`src/verilog/eval_pkg.sv`:
```
/* Board evaluator shared definitions
   Piece codes, material tables, score and phase widths, pipeline constants */
`default_nettype none

package eval_pkg;

   localparam int RANKS = 8;                 // Ranks per board
   localparam int FILES = 8;                 // Squares per rank
   localparam int PHASE_SPAN = 62;           // Full-midgame phase weight
   localparam int RECIP_SCALE_LOG2 = 20;     // Fixed point of the reciprocal
   localparam int RECIP_62 = 16912;          // 2^20 / 62, rounded down
   localparam int TAPER_STAGES = 5;          // Registers after the rank units
   localparam int LATENCY = 7;               // Intake + rank + taper

   // Piece type in the low three bits, colour on top
   localparam int BLACK_BIT = 3;
   localparam logic [2:0] PIECE_PAWN = 3'd1;
   localparam logic [2:0] PIECE_KNIGHT = 3'd2;
   localparam logic [2:0] PIECE_BISHOP = 3'd3;
   localparam logic [2:0] PIECE_ROOK = 3'd4;
   localparam logic [2:0] PIECE_QUEEN = 3'd5;
   localparam logic [2:0] PIECE_KING = 3'd6;

   typedef logic [3:0] piece_t;              // One square
   typedef piece_t [FILES-1:0] rank_t;       // File 0 in the low nibble
   typedef rank_t [RANKS-1:0] board_t;       // Square = rank * 8 + file
   typedef logic signed [15:0] score_t;      // White positive
   typedef logic [5:0] phase_t;              // Non-pawn piece count
   typedef logic signed [47:0] wide_t;       // Blend and reciprocal products

   typedef struct packed {
      score_t mg;
      score_t eg;
      phase_t phase;
   } rank_score_t;

   typedef struct packed {
      board_t board;
      logic   black_to_move;
   } eval_req_t;

   // Indexed by piece type; empty and code 7 weigh nothing, nor does the king
   localparam score_t MG_VALUE [8] = '{16'sd0, 16'sd82, 16'sd337, 16'sd365,
                                      16'sd477, 16'sd1025, 16'sd0, 16'sd0};
   localparam score_t EG_VALUE [8] = '{16'sd0, 16'sd94, 16'sd281, 16'sd297,
                                      16'sd512, 16'sd936, 16'sd0, 16'sd0};

endpackage

`default_nettype wire

```
`src/verilog/rank_material.sv`:
```
/* Rank material unit
   Midgame/endgame material and phase count of one rank, one register stage */
`timescale 1ns/1ns
`default_nettype none

module rank_material
   import eval_pkg::*;
(
   input  wire logic  clk,
   input  wire logic  reset,
   input  wire logic  advance,   // Stage enable
   input  wire rank_t rank,      // Eight squares
   output rank_score_t score     // Registered contribution
);

   score_t mg_sum;               // Signed midgame material
   score_t eg_sum;               // Signed endgame material
   phase_t piece_cnt;            // Knights through kings

   always_comb
   begin
      mg_sum = '0;
      eg_sum = '0;
      piece_cnt = '0;
      for (int f = 0; f < FILES; f++)
      begin
         if (rank[f][BLACK_BIT])
         begin
            mg_sum = mg_sum - MG_VALUE[rank[f][2:0]];   // Black counts against
            eg_sum = eg_sum - EG_VALUE[rank[f][2:0]];
         end
         else
         begin
            mg_sum = mg_sum + MG_VALUE[rank[f][2:0]];
            eg_sum = eg_sum + EG_VALUE[rank[f][2:0]];
         end
         // Pawns, empty squares and code 7 leave phase alone
         if (rank[f][2:0] inside {PIECE_KNIGHT, PIECE_BISHOP, PIECE_ROOK,
                                  PIECE_QUEEN, PIECE_KING})
            piece_cnt = piece_cnt + phase_t'(1);
      end
   end

   always_ff @(posedge clk)
   begin
      if (reset)
         score <= '0;
      else if (advance)          // Frozen during a stall
      begin
         score.mg <= mg_sum;
         score.eg <= eg_sum;
         score.phase <= piece_cnt;
      end
   end

endmodule

`default_nettype wire

```
`config.mk`:
```
export PLATFORM = sky130hd
export DESIGN_NAME = rank_material
export DESIGN_NICKNAME = d
export VERILOG_FILES = /design/src/verilog/eval_pkg.sv /design/src/verilog/rank_material.sv
export SDC_FILE = /design/constraint.sdc
export NUM_CORES = 1
export LEC_CHECK = 0
export BUFFER_PORTS_ARGS = -buffer_cell sky130_fd_sc_hd__buf_2
export CORE_MARGIN = 1.5
export CORE_UTILIZATION = 70
export DETAILED_ROUTE_END_ITERATION = 8
export GPL_TIMING_DRIVEN = 0
export HOLD_SLACK_MARGIN = 0.1
export PLACE_DENSITY_LB_ADDON = 0.2
export SLEW_MARGIN = 20
export SYNTH_ARGS = -nofsm -noshare
export SYNTH_HDL_FRONTEND = slang
export SYNTH_SLANG_ARGS = --single-unit
```
`constraint.sdc`:
```
create_clock -name clk -period 17.8 [get_ports clk]
set_clock_uncertainty 0.2 [all_clocks]
set_input_delay 0.89 -clock clk [delete_from_list [all_inputs] [get_ports clk]]
set_output_delay 0.89 -clock clk [all_outputs]
set_load 0.05 [all_outputs]
```
=== Word-level counts from Yosys, hierarchy flattened ===
Memories as Yosys holds them, arrays and structs flattened.
Index checks and enable logic that the tools add are counted.

* Register bits: 38
* Memory bits (read-only): 2048
* Bits of input ports: 35
* Output and inout bits: 38
* Word-level logic and storage cells: 176
* Memories: 16

* $add $sub $neg: 37
* Order comparisons: 8
* Eq/ne operators: 40
* Mux-type cells: 56
* Bitwise logic cells: 8
* Reduce and logical (&&, ||, !) cells: 8

{| class="wikitable"
|+ Memories
! memory !! depth !! width !! read ports !! clocked after memory_dff !! wr ports !! RTL line !! RTL
|-
| (name not given) || 8 || 16 || 1 || 0 || 0 || rank_material.sv:35 || <nowiki>eg_sum = eg_sum + EG_VALUE[rank[f][2:0]];</nowiki>
|-
| (name not given) || 8 || 16 || 1 || 0 || 0 || rank_material.sv:34 || <nowiki>mg_sum = mg_sum + MG_VALUE[rank[f][2:0]];</nowiki>
|-
| (name not given) || 8 || 16 || 1 || 0 || 0 || rank_material.sv:35 ||
|-
| (name not given) || 8 || 16 || 1 || 0 || 0 || rank_material.sv:34 ||
|-
| (name not given) || 8 || 16 || 1 || 0 || 0 || rank_material.sv:35 ||
|-
| (name not given) || 8 || 16 || 1 || 0 || 0 || rank_material.sv:35 ||
|-
| +10 memories || n/a || n/a || n/a || n/a || n/a || n/a ||
|}

{| class="wikitable"
|+ Operator list
! kind !! count
|-
| 16-bit two-way mux || 48
|-
| 16-bit adder || 14
|-
| 16-bit subtractor || 14
|-
| 3-bit equality test, second input constant || 24
|-
| 3-bit by 2-bit equality test with 1-bit output, second input constant || 16
|-
| 6-bit by 1-bit adder with 6-bit output, second input constant || 7
|-
| 6-bit two-way mux || 7
|-
| 5-bit nonzero test || 8
|-
| 4-bit greater-or-equal comparator, second input constant || 8
|-
| 3-bit inverter with 4-bit output || 8
|-
| 1-bit by 16-bit subtractor with 16-bit output, first input constant || 2
|-
| 1-bit two-way mux || 1
|}

=== Depth between registers and ports, before layout ===
Gate-level depths: netlist of the first run.

* Depth after elaboration: 20
* Mapped depth: 55

=== Worst setup path after synthesis of the first run ===
No wires, ideal clock.

* Kind: input-to-reg
* Start point: input port rank[1] in the netlist's numbering
* End point: register score[37] in the netlist's numbering
* Setup time: 0.095 ns
* Arrival time: 10.221 ns
* Required time: 17.505 ns
* Setup slack: 7.283 ns
* Stages on the path: 52
* Cell sequence: inv_1 -> ha_1 -> buf_2 -> nand2_1 -> ha_1 -> ha_1 -> nor2_1 -> a21oi_1 -> ha_1 -> nor2b_1 -> o21ai_0 -> a21boi_0 -> o21ai_0 -> a21oi_1 -> o21ai_0 -> a21boi_0 -> o21a_1 -> nor2_1 -> [... 16 more ...] -> o311a_1 -> nand3_1 -> ha_1 -> inv_1 -> and3_1 -> a2111oi_0 -> o311ai_0 -> ha_1 -> nor3b_1 -> a311oi_1 -> o211ai_1 -> ha_1 -> a21oi_1 -> o21ai_0 -> xnor3_1 -> xnor3_1 -> or4b_1 -> o311ai_1

* Longest elaborated chain between the ends: 20
* Elaborated cells between the ends (all ways): 27
* Classes of those cells: 15 x add/sub; 10 x mux; 1 x bitwise; 1 x memory

{| class="wikitable"
|+ RTL lines
! what !! RTL line !! RTL
|-
| start, declared || rank_material.sv:12 || <nowiki>input wire rank_t rank,</nowiki>
|-
| 3-bit inverter with 4-bit output (implied by the code) * || rank_material.sv:29, rank_material.sv:34 ||
|-
| memory 8 x 16 bit * || n/a ||
|-
| 16-bit two-way mux (implied by the code) * (2 in series) || rank_material.sv:34 ||
|-
| 1-bit by 16-bit subtractor with 16-bit output || rank_material.sv:29 || <nowiki>mg_sum = mg_sum - MG_VALUE[rank[f][2:0]];</nowiki>
|-
| 16-bit two-way mux * || rank_material.sv:27 || <nowiki>if (rank[f][BLACK_BIT])</nowiki>
|-
| 16-bit adder / 16-bit subtractor (equally long branches) || rank_material.sv:34, rank_material.sv:29 ||
|-
| 16-bit two-way mux * || rank_material.sv:27 ||
|-
| 16-bit adder / 16-bit subtractor (equally long branches) || rank_material.sv:34, rank_material.sv:29 ||
|-
| [... 3 more ...] || n/a ||
|-
| 16-bit adder / 16-bit subtractor (equally long branches) || rank_material.sv:34, rank_material.sv:29 ||
|-
| 16-bit two-way mux * || rank_material.sv:27 ||
|-
| 16-bit adder / 16-bit subtractor (equally long branches) || rank_material.sv:34, rank_material.sv:29 ||
|-
| 16-bit two-way mux * || rank_material.sv:27 ||
|-
| 16-bit adder / 16-bit subtractor (equally long branches) || rank_material.sv:34, rank_material.sv:29 ||
|-
| 16-bit two-way mux * || rank_material.sv:27 ||
|-
| 16-bit adder / 16-bit subtractor (equally long branches) || rank_material.sv:34, rank_material.sv:29 ||
|-
| 16-bit two-way mux * || rank_material.sv:27 ||
|-
| end, declared || rank_material.sv:13 || <nowiki>output rank_score_t score</nowiki>
|}

Every way passes the cells marked *; elsewhere a longest branch is shown, timed or not. The select of a mux whose other input is x is not followed.
A chain may end at the register's enable or synchronous reset.

=== Worst setup path after layout of the first run ===
* Start point: input port rank[5] in the netlist's numbering
* End point: register score[37] in the netlist's numbering

* Longest elaborated chain between the ends: 18
* Elaborated cells between the ends (all ways): 25
* Classes of those cells: 14 x add/sub; 9 x mux; 1 x bitwise; 1 x memory

{| class="wikitable"
|+ RTL lines
! what !! RTL line
|-
| 3-bit inverter with 4-bit output (implied by the code) * || rank_material.sv:29, rank_material.sv:34
|-
| memory 8 x 16 bit * || n/a
|-
| 16-bit two-way mux (implied by the code) * (2 in series) || rank_material.sv:34
|-
| 16-bit adder / 16-bit subtractor (equally long branches) || rank_material.sv:34, rank_material.sv:29
|-
| 16-bit two-way mux * || rank_material.sv:27
|-
| 16-bit adder / 16-bit subtractor (equally long branches) || rank_material.sv:34, rank_material.sv:29
|-
| 16-bit two-way mux * || rank_material.sv:27
|-
| 16-bit adder / 16-bit subtractor (equally long branches) || rank_material.sv:34, rank_material.sv:29
|-
| 16-bit two-way mux * || rank_material.sv:27
|-
| 16-bit adder / 16-bit subtractor (equally long branches) || rank_material.sv:34, rank_material.sv:29
|-
| 16-bit two-way mux * || rank_material.sv:27
|-
| 16-bit adder / 16-bit subtractor (equally long branches) || rank_material.sv:34, rank_material.sv:29
|-
| 16-bit two-way mux * || rank_material.sv:27
|-
| 16-bit adder / 16-bit subtractor (equally long branches) || rank_material.sv:34, rank_material.sv:29
|-
| 16-bit two-way mux * || rank_material.sv:27
|-
| 16-bit adder / 16-bit subtractor (equally long branches) || rank_material.sv:34, rank_material.sv:29
|-
| 16-bit two-way mux * || rank_material.sv:27
|}

Marked as above.

==> flow_summary.json, run 1 <==
{
  "slowest_delay_ns": 0.52,
  "chipHeight_um": 150.4,
  "initial_core_util_pct": 71.92,
  "synth_mux_area_share_pct": 2.541,
  "drt_iter0_markers": 1346,
  "grt_max_degree": 13,
  "hp-class": "flop to flop",
  "holdCritStartpoint": "score[9]$_SDFFE_PP0P_",
  "worst_pin_slew_ns": 0.8645,
  "cts_tree": "built",
  "synth_fa_ha_area_share_pct": 27.34,
  "ios": 73,
  "synth_area_sq_um": 15210,
  "ys_ff_latch": 38,
  "top_register": "score",
  "fin_setup_tns_ns": 0,
  "antenna_found_initial": 2,
  "core_sq_um": 21150,
  "synth_top_cell_area_share_pct": 25.49,
  "clock_path_buffers": 2,
  "vias": 15190,
  "hold_buffers": 0,
  "drc": 0,
  "cp_max_fo": 9,
  "cts_root_buffer": "clkbuf_16",
  "grt_pass1_wl_um": 66320,
  "fin_nets": 2512,
  "hpwl_um": 35420,
  "critPathBufInv": 6,
  "synthCells": 2077,
  "io_buffers": 69,
  "met3_usage_pct": 6.848,
  "fillCellCount": 1723,
  "place_inst": 2421,
  "async_flop_share_pct": 0,
  "timing.final.crit_period_ns": 12.02,
  "synth_ff_type": "dfxtp_1",
  "grt_pass1_vias": 13790,
  "max-cap-violations": 0,
  "globalplace.congestion": 0.9689,
  "die_w_um": 150.4,
  "routed_wl_um": 41480,
  "reg_top3": "score x38",
  "setup_viol": 0,
  "dr.pass1.iters": 7,
  "yosys_warnings": 0,
  "avgSynthCellArea_sq_um": 7.325,
  "cts-buffers-inserted": 5,
  "post-place-ws_ns": 5.605,
  "synth_area_leaders": "ha_1 25%, xnor2_1 9.7%, a21oi_1 6.6%",
  "maxSlewViolCount": 0,
  "clk_pin_slew_ns": 0.06,
  "status": "complete, no violations",
  "top_usage_layer": "met2",
  "area_delta_synth_final_pct": 5.559,
  "cp_top_family": "compound AO/OA/AOI/OAI gates",
  "wl_per_cell_um": 17.06,
  "overflow": 0,
  "use_met1_pct": 54.32,
  "detail-route-antenna-nets": 0,
  "die-area_sq_um": 22630,
  "clk_latency_ns": 0.29,
  "rows": 53,
  "vias_per_cell": 6.248,
  "largest_reg_flops": 38,
  "use_met2_pct": 55.32,
  "slowest_stage": "or4b_1",
  "rsz0062_at_grt": "no",
  "track_usage_pct": 36.33,
  "layout-drive-gt1-share_pct": 5.942,
  "period_share_pct": 67.50,
  "htree_num_levels": 2,
  "clock.fmax_mhz": 83.22,
  "postCtsSetupRepairBufs": 0,
  "synth_top_family_by_area": "adder cells",
  "end_kind": "flop",
  "multiInputGateArea_sq_um": 13730,
  "final-instance-count-excl-fill": 2431,
  "synth_compound_area_share_pct": 23.95,
  "cts_sinks": 38,
  "crit_type": "primary input to flop",
  "synth_edf_count": 0,
  "relSlewSlack_pct": 42.37,
  "fin_ws_ns": 5.784,
  "synthSimpleGateAreaFrac_pct": 20.20,
  "hold_viol": 0,
  "synth_area_leader_cell": "ha_1",
  "critPathArrivalTime_ns": 12.01,
  "cpMostUsedCell": "ha_1",
  "synth_xor_area_share_pct": 16.23,
  "timing.rr.start": "score[25]$_SDFFE_PP0P_",
  "post_cts_resized": 0,
  "place_area_sq_um": 15900,
  "design_area_sq_um": 16060,
  "crit_required_ns": 17.80,
  "register_area_sq_um": 760.7,
  "synth_nets": 2436,
  "critPathLaunch": "rank[5]",
  "synth_cell_types": 89,
  "yosysSeqAreaShare_pct": 5.000,
  "start_kind": "primary input"
}
-- worst register-to-register path, cell delays in order, from the launching register on --
cell     delay (ns)
dfxtp_1        0.30
nor2b_1        0.12
a31oi_1        0.13
nor2_1         0.05
-- synth_stat cells, drive strengths merged, types with 8 or more instances --
library cell and count:
nand3b 12, o21ai 102, nand4 10, a21o 55, o41ai 8, mux2i 33
nand2 156, xnor2 170, or3 12, o31ai 15, and3 12, a21boi 19
dfxtp 38, nor3 41, nor2b 55, nand2b 32, a21oi 203, fa 14
nor2 228, a211oi 18, o211ai 9, nand3 40, a31oi 25, o21bai 31
ha 310, nor4 9, inv 144, o21a 31, xor2 100, buf 16
clkbuf 25
-- layout make-up --
class	count	area share, %
multi-input cells	1853	85.50
flip-flops and latches	38	4.737
inverters	145	3.389
repair buffers	69	2.150
well taps	275	2.142
plain buffers	41	1.106
clock buffers	6	0.8648
clock inverters	2	0.07791
diodes	2	0.03116
-- layout by cell type (no fill, tap or decap), types with 14 or more instances in the layout --
| master | instances |
|---|---|
| nor3_1 | 39 |
| inv_1 | 142 |
| a21boi_0 | 19 |
| a211oi_1 | 16 |
| a31oi_1 | 25 |
| o21ai_0 | 97 |
| ha_1 | 310 |
| buf_2 | 76 |
| clkbuf_1 | 24 |
| xor2_1 | 100 |
| fa_1 | 14 |
| mux2i_1 | 33 |
| o21a_1 | 30 |
| a21oi_1 | 201 |
| xnor2_1 | 168 |
| a21o_1 | 51 |
| dfxtp_1 | 38 |
| nor2_1 | 227 |
| nand3_1 | 40 |
| nor2b_1 | 55 |
| nand2b_1 | 32 |
| o31ai_1 | 15 |
| o21bai_1 | 31 |
| nand2_1 | 156 |
-- routing by layer --
metal / share of wire, % / routed length [um]
met1: 49 / 20210
met2: 41 / 17190
met3: 8.9 / 3711
met4: 0.87 / 361
met5: 0 / 0
-- kinds of logic (layout without fill, tap and decap cells) --
| family | count (synthesis) | in the layout |
|---|---|---|
| AO/OA/AOI/OAI | 573 | 573 |
| adder cells (fa/ha/maj) | 324 | 324 |
| buffers and inverters | 186 | 263 |
| flip-flops | 38 | 38 |
| AND/OR/NAND/NOR | 644 | 644 |
| other | 0 | 2 |
| XOR/XNOR | 274 | 274 |
| multiplexers | 38 | 38 |
-- path summary, 6_finish.rpt --
path	end	slack, ns	depth (start not counted)
hold / removal	score[9]$_SDFFE_PP0P_	0.27	2
hold reg to reg	score[9]$_SDFFE_PP0P_	0.27	2
setup reg to reg	score[25]$_SDFFE_PP0P_	16.86	3
setup / recovery	score[37]$_SDFFE_PP0P_	5.78	52
-- metrics by stage --
step	hold slack (ns)	utilization, %
after CTS	0.2770	75.90
after global routing	0.2980	75.92
after global placement	0.2596	75.18
after detailed placement	0.2690	75.18
final	0.2741	75.92
after floorplan	0.4899	-
Power of run 1 is left out: the tool's default activity adds up to more than one toggle a clock period on the data nets, which glitch-free logic cannot reach.
==> run 2: changes to the inputs <==
Settings changed: CORE_UTILIZATION 70 to 65.
Clock period 17.8 ns to 11.4 ns, I/O delays scaled along.
==> flow_summary.json, run 2 (synthesis gave the netlist of run 1 again) <==
{
  "cp_top_family": "compound AO/OA/AOI/OAI gates",
  "final-instance-count-excl-fill": 2474,
  "layout-drive-gt1-share_pct": 7.368,
  "wl_per_cell_um": 16.35,
  "reg_top3": "score x38",
  "fin_setup_tns_ns": 0,
  "clk_pin_slew_ns": 0.06,
  "grt_pass1_vias": 13680,
  "fin_ws_ns": 0.8325,
  "hp-class": "flop to flop",
  "rsz0062_at_grt": "no",
  "ios": 73,
  "rows": 55,
  "die_w_um": 156.0,
  "clock_path_buffers": 2,
  "initial_core_util_pct": 66.79,
  "io_buffers": 69,
  "vias_per_cell": 6.078,
  "die-area_sq_um": 24330,
  "dr.pass1.iters": 5,
  "hold_viol": 0,
  "period_share_pct": 92.70,
  "slowest_delay_ns": 0.67,
  "cp_max_fo": 9,
  "end_kind": "flop",
  "setup_viol": 0,
  "hpwl_um": 33870,
  "clock.fmax_mhz": 94.63,
  "chipHeight_um": 156.0,
  "crit_required_ns": 11.41,
  "crit_cells": 47,
  "top_register": "score",
  "core_sq_um": 22780,
  "antenna_found_initial": 2,
  "routed_wl_um": 40450,
  "cpMostUsedCell": "ha_1",
  "drt_iter0_markers": 1404,
  "timing.final.crit_period_ns": 10.57,
  "clk_latency_ns": 0.29,
  "reg2regPathDepth": 3,
  "track_usage_pct": 32.79,
  "slowest_stage": "or4b_2",
  "regToRegSetupSlack_ns": 10.41,
  "htree_num_levels": 2,
  "cts_sinks": 38,
  "area_delta_synth_final_pct": 6.957,
  "post-place-ws_ns": -0.3777,
  "grt_max_degree": 14,
  "hold_buffers": 0,
  "start_kind": "primary input",
  "place_inst": 2459,
  "hold-path-cell-count": 1,
  "final_common_cell": "ha_1",
  "drc": 0,
  "cts_root_buffer": "clkbuf_16",
  "finish.utilization_pct": 71.44,
  "detail-route-antenna-nets": 0,
  "status": "complete, no violations",
  "max-cap-violations": 0,
  "overflow": 0,
  "relSlewSlack_pct": 44.44,
  "layout_common_cells": "305 x ha_1, 226 x nor2_1, 195 x a21oi_1",
  "maxSlewViolCount": 0,
  "cts-buffers-inserted": 5,
  "grt_pass1_wl_um": 65380,
  "largest_reg_flops": 38,
  "critPathBufInv": 4,
  "crit_type": "primary input to flop",
  "fin_nets": 2516,
  "critPathArrivalTime_ns": 10.57,
  "globalplace.congestion": 1.004,
  "worst_pin_slew_ns": 0.8333,
  "vias": 15040,
  "cts_tree": "built"
}
run 2: worst reg2reg max path, delay by kind of cell (launching register included):
kind	cells	cell delay (ns)
flops	1	0.30
simple gates	2	0.19
compound gates	1	0.16
run 2: repair_timing:
action | 4_1_cts | 5_1_grt
pin swaps | 0 | 10
gates resized for setup | 2 | 44
buffers inserted | 0 | 5
hold endpoints to repair | 0 | 0
setup endpoints to repair | 1 | 3
run 2: final timing paths:
check,start,to
hold / removal,score[5]$_SDFFE_PP0P_,score[5]$_SDFFE_PP0P_
hold reg to reg,score[5]$_SDFFE_PP0P_,score[5]$_SDFFE_PP0P_
setup / recovery,rank[5],score[21]$_SDFFE_PP0P_
setup reg to reg,score[25]$_SDFFE_PP0P_,score[25]$_SDFFE_PP0P_
run 2: per-layer routing:
layer | global-route usage [%] | wire length [um] | up-vias
met2 | 49.46 | 16530 | 493
met1 | 50.03 | 20340 | 6953
met3 | 5.139 | 3186 | 36
met5 | 0 | 0 | -
met4 | 3.129 | 398 | 0
li1 | - | - | 7556
run 2: area by class of cell:
type	instances	area, sq um
plain buffers	40	177.7
inverters	145	548.0
clock inverters	3	68.82
multi-input cells	1853	13810
flip-flops and latches	38	760.7
fillers	1961	6505
diodes	3	7.507
clock buffers	5	125.1
repair buffers	74	385.4
well taps	313	391.6
run 2: through the flow:
step,area (sq um),hold slack [ns]
2_1_floorplan,15210,0.4899
3_3_place_gp,15950,0.2605
3_5_place_dp,15950,0.2628
4_1_cts,16150,0.2712
5_1_grt,16270,0.2824
6_report,16270,0.2718
Power of run 2 is left out for the same reason.
==> run 3: changes to the inputs <==
--- a/config.mk
+++ b/config.mk
@@ -8,5 +8,5 @@
 export BUFFER_PORTS_ARGS = -buffer_cell sky130_fd_sc_hd__buf_2
 export CORE_MARGIN = 1.5
-export CORE_UTILIZATION = 65
+export CORE_UTILIZATION = 59
 export DETAILED_ROUTE_END_ITERATION = 8
 export GPL_TIMING_DRIVEN = 0
==> constraint.sdc (replaced) <==
create_clock -name clk -period 9.33 [get_ports clk]
set_clock_uncertainty 0.2 [all_clocks]
set_input_delay 0.4665 -clock clk [delete_from_list [all_inputs] [get_ports clk]]
set_output_delay 0.4665 -clock clk [all_outputs]
set_load 0.02 [all_outputs]
==> flow_summary.json, run 3 (synthesis gave the netlist of run 1 again) <==
{
  "io_buffers": 69,
  "reg2regPathDepth": 3,
  "top_register": "score",
  "wl_per_cell_um": 17.60,
  "r2r-end": "score[25]$_SDFFE_PP0P_",
  "die_w_um": 163.6,
  "grt_pass1_wl_um": 69810,
  "timing.final.crit_period_ns": 9.745,
  "largest_reg_flops": 38,
  "period_share_pct": 104.5,
  "htree_num_levels": 2,
  "die-area_sq_um": 26760,
  "worst_pin_slew_ns": 0.8870,
  "rsz0062_at_grt": "yes",
  "globalplace.congestion": 1.035,
  "ios": 73,
  "status": "finished with violations",
  "relSlewSlack_pct": 40.65,
  "hold_viol": 0,
  "cpMostUsedCell": "ha_4",
  "crit_required_ns": 9.33,
  "clock.fmax_mhz": 102.6,
  "min_delay_worst_endpoint": "score[4]$_SDFFE_PP0P_",
  "cts-buffers-inserted": 5,
  "holdCritStartpoint": "score[4]$_SDFFE_PP0P_",
  "drt_iter0_markers": 1263,
  "slowest_delay_ns": 0.51,
  "vias_per_cell": 6.042,
  "maxSlewViolCount": 0,
  "layout-drive-gt1-share_pct": 17.59,
  "dr.pass1.iters": 6,
  "hold-path-cell-count": 2,
  "cts_tree": "built",
  "antenna_found_initial": 2,
  "detail-route-antenna-nets": 0,
  "final_common_cell": "ha_1",
  "end_kind": "flop",
  "clk_latency_ns": 0.29,
  "timing.rr.start": "score[25]$_SDFFE_PP0P_",
  "start_kind": "primary input",
  "max-cap-violations": 0,
  "cts_root_buffer": "clkbuf_16",
  "use_met1_pct": 49.05,
  "initial_core_util_pct": 60.25,
  "chipHeight_um": 163.6,
  "grt_max_degree": 13,
  "hp-class": "flop to flop",
  "clk_pin_slew_ns": 0.06,
  "critPathArrivalTime_ns": 9.74,
  "use_met2_pct": 48.61,
  "top_usage_layer": "met1",
  "drc": 0,
  "slowest_stage": "or4b_1",
  "fin_nets": 2603,
  "routed_wl_um": 45370,
  "vias": 15580,
  "overflow": 0,
  "reg_top3": "score x38",
  "rows": 58,
  "core_sq_um": 25250,
  "grt_pass1_vias": 14270,
  "layout_common_cells": "283 x ha_1, 220 x nor2_1, 166 x a21oi_1",
  "crit_type": "primary input to flop",
  "fin_ws_ns": -0.4155,
  "cts_sinks": 38,
  "failed_checks": "setup timing",
  "fin_setup_tns_ns": -0.5216,
  "setup_viol": 2,
  "cp_max_fo": 5,
  "clock_path_buffers": 2,
  "hpwl_um": 35640,
  "track_usage_pct": 32.34,
  "area_delta_synth_final_pct": 18.16,
  "regToRegSetupSlack_ns": 8.37,
  "met3_usage_pct": 5.155
}
run 3: how the worst max path moves through the flow:
stage,startpoint,end,slack [ns],depth (start not counted)
after floorplan,rank[5],score[21]$_SDFFE_PP0P_,0.03,48
after global placement,rank[5],score[21]$_SDFFE_PP0P_,-1.17,50
after detailed placement,rank[5],score[21]$_SDFFE_PP0P_,-1.62,49
after CTS,rank[1],score[37]$_SDFFE_PP0P_,-0.29,53
after global routing,rank[1],score[37]$_SDFFE_PP0P_,-0.72,53
final,rank[1],score[37]$_SDFFE_PP0P_,-0.42,54
run 3: layer usage:
metal	part of all wire, %	up-vias
li1	-	7700
met1	48	7342
met2	42	497
met3	8.2	36
met4	1.2	0
met5	0	-
run 3: critical path, delay by kind of cell:
family          cells  cell delay, ns
simple gates       16            2.52
compound gates     17            2.69
buf+inv             9            0.92
fa+ha+maj          10            2.66
xor+xnor            2            0.48
run 3: repair_timing:
action / 4_1_cts / 5_1_grt
hold buffers: 0 / 0
buffers inserted: 50 / 46
setup endpoints to repair: 4 / 6
resized for setup: 109 / 132
hold endpoints to repair: 0 / 0
pin swaps: 67 / 116
cloned: 0 / 0
run 3: metrics by stage:
stage	setup WS, ns	hold WS, ns	cell area, sq um	cells	utilization (%)
2_1_floorplan	0.02571	0.3427	15310	2077	-
3_3_place_gp	-1.174	0.2589	16070	2476	63.63
3_5_place_dp	-1.619	0.2677	16070	2476	63.63
4_1_cts	-0.2921	0.2778	17050	2533	67.51
5_1_grt	-0.7195	0.2881	17970	2577	71.18
6_report	-0.4155	0.2767	17980	2578	71.19
run 3: cell type report:
| cell class | count | area [sq um] |
|---|---|---|
| multi-input combinational | 1853 | 14730 |
| fill | 2126 | 7277 |
| timing repair buffer | 162 | 1104 |
| sequential | 38 | 760.7 |
| inverter | 145 | 569.3 |
| tap | 330 | 412.9 |
| buffer | 39 | 231.5 |
| clock buffer | 6 | 128.9 |
| clock inverter | 2 | 37.54 |
| antenna | 3 | 7.507 |
Power of run 3 is left out for the same reason.
